## src/source/sprite_pkg.sv

```systemverilog
////////////////////////////////////////////////////////////
// Shared types for the sprite line-attribute buffer
// Object table words, compact line entries and their widths
////////////////////////////////////////////////////////////

`default_nettype none

package sprite_pkg;

    localparam int coord_width = 8;  // Screen coordinates and tile codes are one byte
    localparam int tile_width  = 8;
    localparam int color_width = 3;  // Palette select
    localparam int obj_height  = 16; // Every object covers 16 display lines
    localparam int row_width   = 4;  // Enough to index a row inside one object

    // Field order puts y in the low byte so that the host word casts straight in
    typedef struct packed {
        logic                   enable;  // Bit 29 of the host word
        logic                   flip_y;  // Bit 28
        logic                   flip_x;  // Bit 27
        logic [color_width-1:0] color;   // Bits 26:24
        logic [tile_width-1:0]  tile;    // Bits 23:16
        logic [coord_width-1:0] x;       // Bits 15:8
        logic [coord_width-1:0] y;       // Top line of the object, bits 7:0
    } obj_attr_t;

    // What the horizontal drawing stage needs for one object on one line
    typedef struct packed {
        logic [coord_width-1:0] x;       // Left edge of the object
        logic [tile_width-1:0]  tile;
        logic [row_width-1:0]   row;     // Already flipped when flip_y was set
        logic [color_width-1:0] color;
        logic                   flip_x;  // Left to the pixel fetch
    } line_entry_t;

endpackage

`default_nettype wire
```

## src/source/sprite_subsys.sv

```systemverilog
////////////////////////////////////////////////////////////
// Sprite line-attribute subsystem top level
// Host table port, per-line scanner and ping-pong line buffer
////////////////////////////////////////////////////////////

`timescale 1ns/1ps
`default_nettype none

module sprite_subsys
    import sprite_pkg::*;
#(
    parameter int obj_aw  = 5,  // 32 objects
    parameter int slot_aw = 4   // 16 entries per line
) (
    input  wire logic                   clk,
    input  wire logic                   reset,
    input  wire logic                   wb_cyc,
    input  wire logic                   wb_stb,
    input  wire logic                   wb_we,
    input  wire logic [obj_aw-1:0]      wb_adr,
    input  wire logic [31:0]            wb_dat_w,
    output      logic                   wb_ack,
    input  wire logic                   line_start,
    input  wire logic [coord_width-1:0] line_v,
    output      logic                   scan_busy,
    output      logic [slot_aw:0]       line_count,
    output      logic                   line_overflow,
    input  wire logic [slot_aw-1:0]     rd_index,
    output      line_entry_t            rd_entry,
    output      logic                   rd_valid
);

    logic              obj_we;
    logic [obj_aw-1:0] obj_waddr;
    obj_attr_t         obj_wdata;
    logic [obj_aw-1:0] obj_raddr;
    obj_attr_t         obj_rdata;

    logic               ent_we;
    logic [slot_aw-1:0] ent_slot;
    line_entry_t        ent_data;
    logic               wr_bank;
    logic               scan_done;
    logic               scan_ovf;
    logic [slot_aw:0]   ent_count;

    obj_table_wb #(
        .obj_aw (obj_aw)
    ) u_obj_table_wb (
        .clk      (clk),
        .reset    (reset),
        .wb_cyc   (wb_cyc),
        .wb_stb   (wb_stb),
        .wb_we    (wb_we),
        .wb_adr   (wb_adr),
        .wb_dat_w (wb_dat_w),
        .wb_ack   (wb_ack),
        .obj_we   (obj_we),
        .obj_addr (obj_waddr),
        .obj_data (obj_wdata)
    );

    sprite_ram #(
        .payload_t (obj_attr_t),
        .aw        (obj_aw)
    ) u_obj_ram (
        .clk   (clk),
        .we    (obj_we),
        .waddr (obj_waddr),
        .wdata (obj_wdata),
        .raddr (obj_raddr),  // Owned by the scanner
        .rdata (obj_rdata)
    );

    sprite_line_scan #(
        .obj_aw  (obj_aw),
        .slot_aw (slot_aw)
    ) u_sprite_line_scan (
        .clk        (clk),
        .reset      (reset),
        .line_start (line_start),
        .line_v     (line_v),
        .obj_raddr  (obj_raddr),
        .obj_rdata  (obj_rdata),
        .scan_busy  (scan_busy),
        .ent_we     (ent_we),
        .ent_slot   (ent_slot),
        .ent_data   (ent_data),
        .wr_bank    (wr_bank),
        .scan_done  (scan_done),
        .scan_ovf   (scan_ovf),
        .ent_count  (ent_count)
    );

    sprite_line_buf #(
        .slot_aw (slot_aw)
    ) u_sprite_line_buf (
        .clk           (clk),
        .reset         (reset),
        .line_start    (line_start),
        .disp_bank     (line_v[0]),  // Line parity picks the display bank
        .ent_we        (ent_we),
        .ent_slot      (ent_slot),
        .ent_data      (ent_data),
        .wr_bank       (wr_bank),
        .scan_done     (scan_done),
        .scan_ovf      (scan_ovf),
        .ent_count     (ent_count),
        .rd_index      (rd_index),
        .rd_entry      (rd_entry),
        .rd_valid      (rd_valid),
        .line_count    (line_count),
        .line_overflow (line_overflow)
    );

endmodule

`default_nettype wire

```

## src/source/sprite_line_buf.sv

```systemverilog
////////////////////////////////////////////////////////////
// Ping-pong line buffer for sprite line entries
// The scanner fills one bank while the display reads the other
////////////////////////////////////////////////////////////

`timescale 1ns/1ps
`default_nettype none

module sprite_line_buf
    import sprite_pkg::*;
#(
    parameter int slot_aw = 4  // Slot address width
) (
    input  wire logic               clk,
    input  wire logic               reset,
    input  wire logic               line_start,
    input  wire logic               disp_bank,     // Parity of the line being started
    input  wire logic               ent_we,
    input  wire logic [slot_aw-1:0] ent_slot,
    input  wire line_entry_t        ent_data,
    input  wire logic               wr_bank,
    input  wire logic               scan_done,
    input  wire logic               scan_ovf,
    input  wire logic [slot_aw:0]   ent_count,
    input  wire logic [slot_aw-1:0] rd_index,
    output      line_entry_t        rd_entry,      // One cycle after rd_index
    output      logic               rd_valid,
    output      logic [slot_aw:0]   line_count,
    output      logic               line_overflow
);

    logic             disp_sel;           // Bank on display for the current line
    logic             rd_bank;            // disp_sel as seen by the RAM read in flight
    logic [slot_aw:0] bank_count [2];     // Entries held per bank
    logic             bank_ovf   [2];     // Some hits did not fit
    line_entry_t      bank_rdata [2];

    for (genvar b = 0; b < 2; b++) begin : g_bank
        sprite_ram #(
            .payload_t (line_entry_t),
            .aw        (slot_aw)
        ) u_ram (
            .clk   (clk),
            .we    (ent_we && (wr_bank == 1'(b))),  // Only the bank being filled
            .waddr (ent_slot),
            .wdata (ent_data),
            .raddr (rd_index),
            .rdata (bank_rdata[b])
        );
    end

    assign line_count    = bank_count[disp_sel];
    assign line_overflow = bank_ovf[disp_sel];
    assign rd_entry      = rd_bank ? bank_rdata[1] : bank_rdata[0];

    always_ff @(posedge clk) begin
        if (reset) begin
            disp_sel      <= 1'b0;
            rd_bank       <= 1'b0;
            rd_valid      <= 1'b0;
            bank_count[0] <= '0;
            bank_count[1] <= '0;
            bank_ovf[0]   <= 1'b0;
            bank_ovf[1]   <= 1'b0;
        end else begin
            if (line_start) begin
                disp_sel <= disp_bank;  // Swap happens at every line start
            end
            if (scan_done) begin
                bank_count[wr_bank] <= ent_count;  // Scan result for the next line
                bank_ovf[wr_bank]   <= scan_ovf;
            end
            rd_bank  <= disp_sel;  // Keeps the output mux aligned with the RAM read
            rd_valid <= ({1'b0, rd_index} < line_count);
        end
    end

    // The scanner never writes into the bank the display is reading
    no_write_to_display: assert property (
        @(posedge clk) disable iff (reset) ent_we |-> (wr_bank != disp_sel)
    );

endmodule

`default_nettype wire

```

## src/source/sprite_line_scan.sv

```systemverilog
////////////////////////////////////////////////////////////
// Per-line object scanner
// Walks the object table after line_start and writes the
// objects that cover the next line into the line buffer
////////////////////////////////////////////////////////////

`timescale 1ns/1ps
`default_nettype none

module sprite_line_scan
    import sprite_pkg::*;
#(
    parameter int obj_aw  = 5,  // Object index width
    parameter int slot_aw = 4   // Line-buffer slot width
) (
    input  wire logic                   clk,
    input  wire logic                   reset,
    input  wire logic                   line_start,
    input  wire logic [coord_width-1:0] line_v,     // Line about to be displayed
    output      logic [obj_aw-1:0]      obj_raddr,
    input  wire obj_attr_t              obj_rdata,  // Arrives one cycle after obj_raddr
    output      logic                   scan_busy,
    output      logic                   ent_we,
    output      logic [slot_aw-1:0]     ent_slot,
    output      line_entry_t            ent_data,
    output      logic                   wr_bank,
    output      logic                   scan_done,  // Final count and overflow are valid
    output      logic                   scan_ovf,
    output      logic [slot_aw:0]       ent_count   // Saturates at 2**slot_aw
);

    typedef enum logic [1:0] {
        st_idle,   // Waiting for line_start
        st_scan,   // Issuing object addresses
        st_drain,  // Last object still in the RAM read
        st_done    // One cycle of scan_done
    } scan_state_t;

    scan_state_t            state;
    logic                   data_valid;   // obj_rdata belongs to this scan
    logic [coord_width-1:0] target_line;  // Line the entries are built for
    logic [coord_width-1:0] diff;         // Line offset from the object top, mod 256
    logic                   hit;
    logic                   full;

    assign scan_busy = (state != st_idle);
    assign scan_done = (state == st_done);
    assign wr_bank   = target_line[0];        // The bank not on display
    assign full      = ent_count[slot_aw];    // All slots taken
    assign ent_slot  = ent_count[slot_aw-1:0];

    assign diff   = target_line - obj_rdata.y;  // Wraps for objects near the bottom
    assign hit    = obj_rdata.enable && (diff < obj_height);
    assign ent_we = data_valid && hit && !full;  // Later hits are dropped

    always_comb begin
        ent_data.x      = obj_rdata.x;
        ent_data.tile   = obj_rdata.tile;
        ent_data.row    = diff[row_width-1:0] ^ {row_width{obj_rdata.flip_y}};  // Upside down
        ent_data.color  = obj_rdata.color;
        ent_data.flip_x = obj_rdata.flip_x;
    end

    always_ff @(posedge clk) begin
        if (reset) begin
            state      <= st_idle;
            data_valid <= 1'b0;
            obj_raddr  <= '0;
            ent_count  <= '0;
            scan_ovf   <= 1'b0;
        end else begin
            data_valid <= (state == st_scan);  // Address issued now, data next cycle
            case (state)
                st_idle: begin
                    if (line_start) begin
                        state     <= st_scan;
                        obj_raddr <= '0;  // Objects are scanned in table order
                        ent_count <= '0;
                        scan_ovf  <= 1'b0;
                    end
                end
                st_scan: begin
                    obj_raddr <= obj_raddr + 1'b1;
                    if (obj_raddr == {obj_aw{1'b1}}) begin
                        state <= st_drain;
                    end
                end
                st_drain: state <= st_done;
                default:  state <= st_idle;
            endcase
            if (data_valid && hit) begin
                if (full) begin
                    scan_ovf <= 1'b1;  // More objects than slots on this line
                end else begin
                    ent_count <= ent_count + 1'b1;
                end
            end
        end
    end

    always_ff @(posedge clk) begin
        if (line_start && !scan_busy) begin
            target_line <= line_v + 8'd1;  // Entries are built one line ahead
        end
    end

    // The video timing leaves room for a whole scan between line starts
    no_start_while_busy: assert property (
        @(posedge clk) disable iff (reset) line_start |-> !scan_busy
    );

endmodule

`default_nettype wire

```

## src/source/obj_table_wb.sv

```systemverilog
////////////////////////////////////////////////////////////
// Wishbone classic slave for the object attribute table
// Host writes become object RAM writes; reads only get an ack
////////////////////////////////////////////////////////////

`timescale 1ns/1ps
`default_nettype none

module obj_table_wb
    import sprite_pkg::*;
#(
    parameter int obj_aw = 5  // Object index width
) (
    input  wire logic              clk,
    input  wire logic              reset,
    input  wire logic              wb_cyc,
    input  wire logic              wb_stb,
    input  wire logic              wb_we,
    input  wire logic [obj_aw-1:0] wb_adr,
    input  wire logic [31:0]       wb_dat_w,
    output      logic              wb_ack,
    output      logic              obj_we,    // Goes high together with wb_ack
    output      logic [obj_aw-1:0] obj_addr,
    output      obj_attr_t         obj_data
);

    logic req;  // A strobe that has not been answered yet

    assign req = wb_cyc && wb_stb && !wb_ack;  // The ack cycle itself never counts twice

    always_ff @(posedge clk) begin
        if (reset) begin
            wb_ack <= 1'b0;
            obj_we <= 1'b0;
        end else begin
            wb_ack <= req;           // One cycle after stb, and only for one cycle
            obj_we <= req && wb_we;  // Read cycles leave the table alone
        end
    end

    // Address and word are captured with the request and written while ack is up
    always_ff @(posedge clk) begin
        if (req) begin
            obj_addr <= wb_adr;
            obj_data <= obj_attr_t'(wb_dat_w[$bits(obj_attr_t)-1:0]);  // Top bits unused
        end
    end

    // Every ack answers a strobe seen on the previous clock
    ack_follows_stb: assert property (
        @(posedge clk) disable iff (reset) wb_ack |-> $past(wb_stb)
    );

endmodule

`default_nettype wire

```

## src/source/sprite_ram.sv

```systemverilog
////////////////////////////////////////////////////////////
// Simple dual-port RAM with a registered read port
// Used for the object table and both line-buffer banks
////////////////////////////////////////////////////////////

`timescale 1ns/1ps
`default_nettype none

module sprite_ram #(
    parameter type payload_t = logic [7:0],  // Stored word type
    parameter int  aw        = 4             // Address width
) (
    input  wire logic          clk,
    input  wire logic          we,     // Write strobe for waddr
    input  wire logic [aw-1:0] waddr,
    input  wire payload_t      wdata,
    input  wire logic [aw-1:0] raddr,
    output      payload_t      rdata   // Valid one cycle after raddr
);

    payload_t mem [2**aw];  // Contents are undefined until written

    always_ff @(posedge clk) begin
        if (we) begin
            mem[waddr] <= wdata;
        end
        rdata <= mem[raddr];  // A read of the address being written sees the old word
    end

endmodule

`default_nettype wire

```

## config.mk

```make
export PLATFORM = sky130hd
export DESIGN_NAME = sprite_subsys
export DESIGN_NICKNAME = d
export VERILOG_FILES = /design/src/source/sprite_pkg.sv /design/src/source/sprite_subsys.sv /design/src/source/sprite_line_buf.sv /design/src/source/sprite_line_scan.sv /design/src/source/obj_table_wb.sv /design/src/source/sprite_ram.sv
export SDC_FILE = /design/constraint.sdc
export NUM_CORES = 2
export LEC_CHECK = 0
export BUFFER_PORTS_ARGS = -buffer_cell sky130_fd_sc_hd__buf_2
export CAP_MARGIN = 20
export CORE_ASPECT_RATIO = 1.75
export CORE_UTILIZATION = 40
export CTS_BUF_LIST = sky130_fd_sc_hd__clkbuf_2 sky130_fd_sc_hd__clkbuf_4 sky130_fd_sc_hd__clkbuf_8
export CTS_CLUSTER_DIAMETER = 150
export CTS_CLUSTER_SIZE = 28
export DETAILED_ROUTE_END_ITERATION = 10
export GPL_TIMING_DRIVEN = 0
export PLACE_DENSITY = 0.65
export SETUP_SLACK_MARGIN = 0.1
export SKIP_LAST_GASP = 1
export SLEW_MARGIN = 20
export SYNTH_ARGS = -nofsm -noshare
export SYNTH_HDL_FRONTEND = slang
export SYNTH_SLANG_ARGS = --single-unit
```

## constraint.sdc

```tcl
create_clock -name clk -period 5.37 [get_ports clk]
set_input_delay 0.537 -clock clk [delete_from_list [all_inputs] [get_ports clk]]
set_output_delay 0.537 -clock clk [all_outputs]
set_load 0.01 [all_outputs]
```

Word-level counts from Yosys, hierarchy flattened. Memory sizes are Yosys's and may differ from the RTL's. A register that Yosys moved wholly into a read port is not among the register bits. Index checks and enable logic that the tools add are counted.

Register bits after elaboration: 62. Bits in writable memories: 1740. Input bits: 55. Logic and storage cells: 92. Memories: 5.

Memory list: u_obj_ram.mem (depth 32, bits a word 30, rd ports 1, clocked after Yosys merged registers in 1, wr ports 1, line sprite_ram.sv:21) `payload_t mem [2**aw];`; u_sprite_line_buf.g_bank[0].u_ram.mem (depth 16, bits a word 24, rd ports 1, clocked after Yosys merged registers in 1, wr ports 1, line sprite_ram.sv:21); u_sprite_line_buf.g_bank[1].u_ram.mem (depth 16, bits a word 24, rd ports 1, clocked after Yosys merged registers in 1, wr ports 1, line sprite_ram.sv:21); u_sprite_line_buf.bank_count (depth 2, bits a word 5, rd ports 1, clocked after Yosys merged registers in 1, wr ports 2, line sprite_line_buf.sv:34) `logic [slot_aw:0] bank_count [2];`; u_sprite_line_buf.bank_ovf (depth 2, bits a word 1, rd ports 1, clocked after Yosys merged registers in 1, wr ports 2, line sprite_line_buf.sv:35) `logic bank_ovf [2];`.

$add $sub $neg: 4. Magnitude comparators: 2. Eq/ne operators: 6. Multiplexer cells: 35. Bitwise operators: 2. Reduce and logical (&&, ||, !) cells: 19.

Operators with widths (number): $mux W5 (6); $mux W1 (24); $mux W24 (1); $add A5 B1 Y5 const B (2); $pmux W5 S2 (1); $logic_and A1 B1 Y1 (9); $add A8 B1 Y8 const B (1); $lt A8 B5 Y1 const B (1); $sub A8 B8 Y8 (1); $pmux W2 S3 (1); $eq A5 B5 Y1 const B (1); $lt A4 B5 Y1 (1); $reduce_or A5 Y1 (1); $eq A2 B2 Y1 const B (2); $mux W2 (2); $ne A2 B2 Y1 const B (2); $reduce_and A2 Y1 (2); $reduce_bool A2 Y1 (2); $xor A4 B4 Y4 (1); $logic_not A1 Y1 (3); $eq A2 B1 Y1 const B (1); $logic_not A2 Y1 (1); $not A1 Y1 (1); $reduce_or A1 Y1 (1).

Longest topological paths before layout.
Depth in word-level cells: 8. Gate-level depth with buffers: 10. Gate-level depth less buffers: 9.

Modules after synthesis. A second synthesis with hierarchy kept.

Cell total of the unflattened synthesis: 3711. Area total of the unflattened synthesis: 71806.4 µm².

Modules (own cells, without submodules): sprite_ram at u_obj_ram (times used 1, cells each 2122, area each 38059.0 µm²); sprite_ram at u_sprite_line_buf.g_bank[0].u_ram ... (times used 2, cells each 636, area each 14930.6 µm²); sprite_line_scan (times used 1, cells each 192, area each 1732.9 µm²); obj_table_wb (times used 1, cells each 41, area each 1121.1 µm²); sprite_line_buf (times used 1, cells each 84, area each 1032.2 µm²).

Worst setup path before layout. Ideal clock, no wire load.

Kind: flip-flop to flip-flop. From: register u_sprite_line_scan.target_line[0]. To: memory u_sprite_line_buf.g_bank[0].u_ram.mem[0][0] (netlist name), enable pin. Setup time: 0.466 ns. Data arrival time: 4.559 ns. Required time: 4.904 ns. Path slack: 0.345 ns. Stages on the path, launching flop included: 11. Period minus slack after synthesis: 5.025 ns. Cell sequence: edfxtp_1 inv_2 ha_1 fa_1 nand2b_1 a21oi_1 mux2i_1 o211a_1 clkbuf_1 nand2_1 nor4_1.

Cells in the longest elaborated chain, start to end: 8. Elaborated cells on any way between the ends: 9. Those cells by class: add/sub: 1; order compare: 1; mux: 2; bitwise: 1; reduce/logical: 4.

RTL lines: from (decl) (line sprite_line_scan.sv:41) `logic [coord_width-1:0] target_line;`; from (signal assigned) (line sprite_line_scan.sv:103) `target_line <= line_v + 8'd1;`; $sub A8 B8 Y8 (line sprite_line_scan.sv:52) `assign diff = target_line - obj_rdata.y;`; $lt A8 B5 Y1 (line sprite_line_scan.sv:53) `assign hit = obj_rdata.enable && (diff < obj_height);`; $logic_and A1 B1 Y1 (line sprite_line_scan.sv:53); $logic_and A1 B1 Y1 (2 in series) (line sprite_line_scan.sv:54) `assign ent_we = data_valid && hit && !full;`; $logic_and A1 B1 Y1 * (line sprite_line_buf.sv:44) `.we (ent_we && (wr_bank == 1'(b))),`; $mux W1 * (line sprite_ram.sv:24) `if (we) begin`; $mux W1 (not written as such) * (line sprite_ram.sv:25) `mem[waddr] <= wdata;`; to (decl) (line sprite_ram.sv:21).

Mark *: on every way between the ends. The rest lies on a longest branch, timed or not.

Final worst setup path.
From: register u_sprite_line_scan.target_line[0]. To: memory u_sprite_line_buf.g_bank[1].u_ram.mem[1][18] (netlist name), enable pin.

Cells in the longest elaborated chain, start to end: 8.

RTL lines (line): $sub A8 B8 Y8 (sprite_line_scan.sv:52); $lt A8 B5 Y1 (sprite_line_scan.sv:53); $logic_and A1 B1 Y1 (sprite_line_scan.sv:53); $logic_and A1 B1 Y1 (2 in series) (sprite_line_scan.sv:54); $logic_and A1 B1 Y1 * (sprite_line_buf.sv:44); $mux W1 * (sprite_ram.sv:24); $mux W1 (not written as such) * (sprite_ram.sv:25); to (decl) (sprite_ram.sv:21).

Marked as above.

==> impl_results.md <==
* Outcome: completed
* Share of layout cells above drive strength 1 at 0.325
* Hold_sp: line_v[1]
* Tmin final at slightly below 5 ns
* Vias in the first global route at 32800
* Ys Warns at 0
* Placer Congestion at 0.768
* Starting Density at 0.403
* Placement row count at about 200
* WL/cell at 30.3 um
* Initial antenna violation count at 10
* Top cell type's share of synthesized area at 0.758
* CP max stage cell: nor4_2
* Grt peak-use layer: met2
* Worst slew pin tran at ~1.2 ns
* Largest net degree at the start of global routing at 33
* IO Port Bufs at 84
* Final WS setup at approximately 0.54 ns
* # IOs at between 80 and 90
* FF-to-FF End: u_sprite_line_buf.g_bank[1].u_ram.mem[1][18]$_DFFE_PP_
* Placed Area at about 77000 um^2
* Remaining design rule violation count at 0
* Arrival @ worst endpoint at 5.40 ns
* Gate power share at 0.115
* CP dominant cell by count: buf_2
* H-Tree Depth at 3
* Fin Clk Skew at between 0.06 and 0.07 ns
* Reg2reg path depth at 14
* Sequential share of the synthesized area at 0.786
* Pre-Repair DR Iteration Count at 5
* Flop pwr share at 0.656
* Final setup fails at 0
* Placed insts at between 5000 and 6000
* Cell variety after synth at 52
* Full die area at between 150000 and 200000 um^2
* Clk root buf: clkbuf_8
* Number of buffers created by CTS at a little under 80
* Post-route cell area at 79000 um^2
* TritonCTS clock tree: done
* Non-Filler Instances at between 5000 and 6000
* Routed wire length at roughly 170000 um
* Clock share of power at 0.230
* Final HPWL DP at 119000 um
* Leading area contributor after synthesis: edfxtp_1
* Vias/cell at approximately 5.6
* RR Startpoint: u_sprite_line_scan.target_line[0]$_DFFE_PP_
* RSZ-0062 raised after global routing: false
* Post-cts sizing count at 0
* Reg-to-reg setup timing slack at around 0.54 ns
* P_int at 0.0198 W
* Fin crit share at 0.899
* Hold_buf cts at 42
* Via count at roughly 31000
* GR Util met1 at 0.199
* DR iter-0 viols at between 2000 and 3000
* Post-Syn Nets at around 3000
* Maximum VDD drop at about 0.25 mV
* DRT antenna net count at 0
* CP Class: flip-flop to flip-flop
* Sw frac at 0.235
* Max-slew headroom at 0.198
* Clock sinks at between 1500 and 2000
* Area grow syn2layout at 11.8%
* Core Area at ~180000 um^2
* Hold WS at 0.0658 ns
* Final Hold Fails at 0
* First-pass GRT wire length at ~240000 um
* Worst Hold Depth at 2
* Worst setup path startpoint: u_sprite_line_scan.target_line[0]$_DFFE_PP_
* Met3 capacity usage during global routing at 0.0186
* Crit Path Max Fanout at 10
* Crit path cell chain: inv_2, ha_1, fa_1, nand2b_1, a21oi_1, mux2i_1, o211a_1, clkbuf_1, nand2_1, nor4_2, buf_2, buf_2, buf_2, buf_2
* Tot Pwr at 0.0258 W
* CP Launch Type: flip-flop
* Top FF cell, synth: edfxtp_1
* Pre-CTS WS at between 0.5 and 0.6 ns
* Max-cap violation count at 0
* Min-Delay Path Class: input pin to flip-flop
* Reg clk slew, reported paths at 0.16 ns
* Post-CTS Setup Inserts at 0
* Max Buffers Root-to-Sink at 3
* Mean Syn Cell Area at roughly 24 um^2
* Ys async rst share at 0
* Critical Path RT at 5.94 ns
* Power per Cell Area at around 330 nW/um^2
* Crit. End Element: flip-flop
* NetSw at 0.00607 W
* Grt total ovfl at 0
* Met2 Use GR at 0.383
* Die Y at ~560 um
* Die Wd at approximately 320 um
* Hold endpoint: u_sprite_line_scan.target_line[1]$_DFFE_PP_
* Final nets at between 3000 and 4000
* Synth area leaders: edfxtp_1, mux4_2, dfxtp_1
* Gate Count Post-Synth at approximately 2900
* EDFF count, synth at 1783
* Worst-Skew Late Latency at slightly below 0.9 ns
* P_leak at 23.8 nW
* Fmax at approximately 210 MHz
* Post-Syn Area at ~70000 um^2
* Final Max Slew Viols at 0
* Yosys reg bits at ~1900
* GR Util All Layers at 0.190
* Critical Path Max Stage Delay at a little under 0.8 ns
-- per-layer routing --
layer / up-vias / share of wire / wire length [um]
met5: - / 0.00017 / 28
met4: 4 / 0.038 / 6400
met3: 274 / 0.041 / 6830
met2: 1034 / 0.59 / 98800
met1: 16900 / 0.33 / 56400
li1: 12900 / - / -
-- cell usage after synthesis (4+ instances only) --
cell / number
ha_1: 22
edfxtp_1: 1783
mux4_2: 540
xor2_1: 5
and2_1: 13
and3_1: 5
mux2i_1: 8
xnor2_1: 9
buf_2: 31
nand3b_1: 5
nand4_1: 4
inv_1: 19
nor4_1: 8
clkbuf_1: 81
nand2_1: 16
buf_4: 6
a21oi_1: 10
mux2_2: 37
nand3_1: 11
mux2_1: 20
dfxtp_1: 98
nand2b_1: 5
nor2b_1: 6
nor2_1: 79
buf_1: 16
inv_2: 4
-- layout make-up --
| type | instances | area, um^2 |
|---|---|---|
| plain buffers | 137 | 613 |
| fillers | 14200 | 96000 |
| inverters | 23 | 86.3 |
| flip-flops and latches | 1881 | 55500 |
| repair buffers | 264 | 3430 |
| clock inverters | 4 | 57.6 |
| diodes | 5 | 12.5 |
| clock buffers | 134 | 1510 |
| multi-input cells | 849 | 14900 |
| well taps | 2255 | 2820 |
-- worst max-delay path by stage --
stage	to	slack, ns	depth (start not counted)
6_report	u_sprite_line_buf.g_bank[1].u_ram.mem[1][18]$_DFFE_PP_	0.54	14
5_1_grt	u_sprite_line_buf.g_bank[1].u_ram.mem[1][17]$_DFFE_PP_	0.18	14
2_1_floorplan	u_sprite_line_buf.g_bank[0].u_ram.mem[0][0]$_DFFE_PP_	0.35	10
3_5_place_dp	u_sprite_line_buf.g_bank[1].u_ram.mem[1][18]$_DFFE_PP_	0.53	14
4_1_cts	u_sprite_line_buf.g_bank[1].u_ram.mem[1][17]$_DFFE_PP_	0.54	14
3_3_place_gp	u_sprite_line_buf.g_bank[0].u_ram.mem[3][21]$_DFFE_PP_	-3.56	10
-- state kept, by name, summed over array words and instances, names as in the netlist, 2 cells and up, named ones only --
name,flops
u_obj_ram.mem,960
u_obj_ram.rdata,30
u_obj_table_wb.obj_addr,5
u_obj_table_wb.obj_data,30
u_sprite_line_buf.bank_count,10
u_sprite_line_buf.bank_ovf,2
u_sprite_line_buf.g_bank.u_ram.mem,768
u_sprite_line_buf.g_bank.u_ram.rdata,48
u_sprite_line_scan.ent_count,5
u_sprite_line_scan.obj_raddr,5
u_sprite_line_scan.state,2
u_sprite_line_scan.target_line,8
-- placed cells by master, fill, tap and decap left out, drive strengths merged, types with 10 or more instances in the layout --
cell	netlist	final
dlygate4sd3	0	42
a21oi	10	10
ha	22	22
clkbuf	81	215
nor2	79	79
nand2	16	16
dfxtp	98	98
edfxtp	1783	1783
nand3	11	11
mux2	57	57
buf	56	278
and2	13	13
inv	23	25
mux4	540	540
-- critical path: cells and delay by family, from the launching register on --
| family | cells | cell delay (ns) |
|---|---|---|
| adder cells (fa/ha/maj) | 2 | 0.59 |
| flip-flops | 1 | 0.44 |
| multiplexers | 1 | 0.25 |
| AND/OR/NAND/NOR | 3 | 1.36 |
| buffers and inverters | 6 | 1.53 |
| AO/OA/AOI/OAI | 2 | 0.39 |
-- power by group through the flow --
stage,combinational (W),sequential (W),clock (W)
3_5_place_dp,0.00298,0.0173,0
2_1_floorplan,0.00197,0.0171,0
5_1_grt,0.00313,0.0170,0.00646
3_3_place_gp,0.00283,0.0173,0
4_1_cts,0.00301,0.0170,0.00604
6_report,0.00296,0.0169,0.00593
-- metrics by stage --
| step | TNS (ns) | util |
|---|---|---|
| 2_1_floorplan | 0 | - |
| 3_3_place_gp | -787.96 | 0.422 |
| 3_5_place_dp | 0 | 0.439 |
| 4_1_cts | 0 | 0.451 |
| 5_1_grt | 0 | 0.451 |
| 6_report | 0 | 0.451 |
-- cell families (layout without fill, tap and decap cells) --
family | Yosys count | in the layout | synth area share
flip-flops | 1881 | 1881 | 0.786
buffers and inverters | 160 | 562 | 0.00970
AND/OR/NAND/NOR | 165 | 165 | 0.0113
XOR/XNOR | 14 | 14 | 0.00174
AO/OA/AOI/OAI | 42 | 42 | 0.00427
other | 0 | 5 | 0
adder cells (fa/ha/maj) | 23 | 23 | 0.00418
multiplexers | 605 | 605 | 0.183
Power figures use the tool's default switching activity.
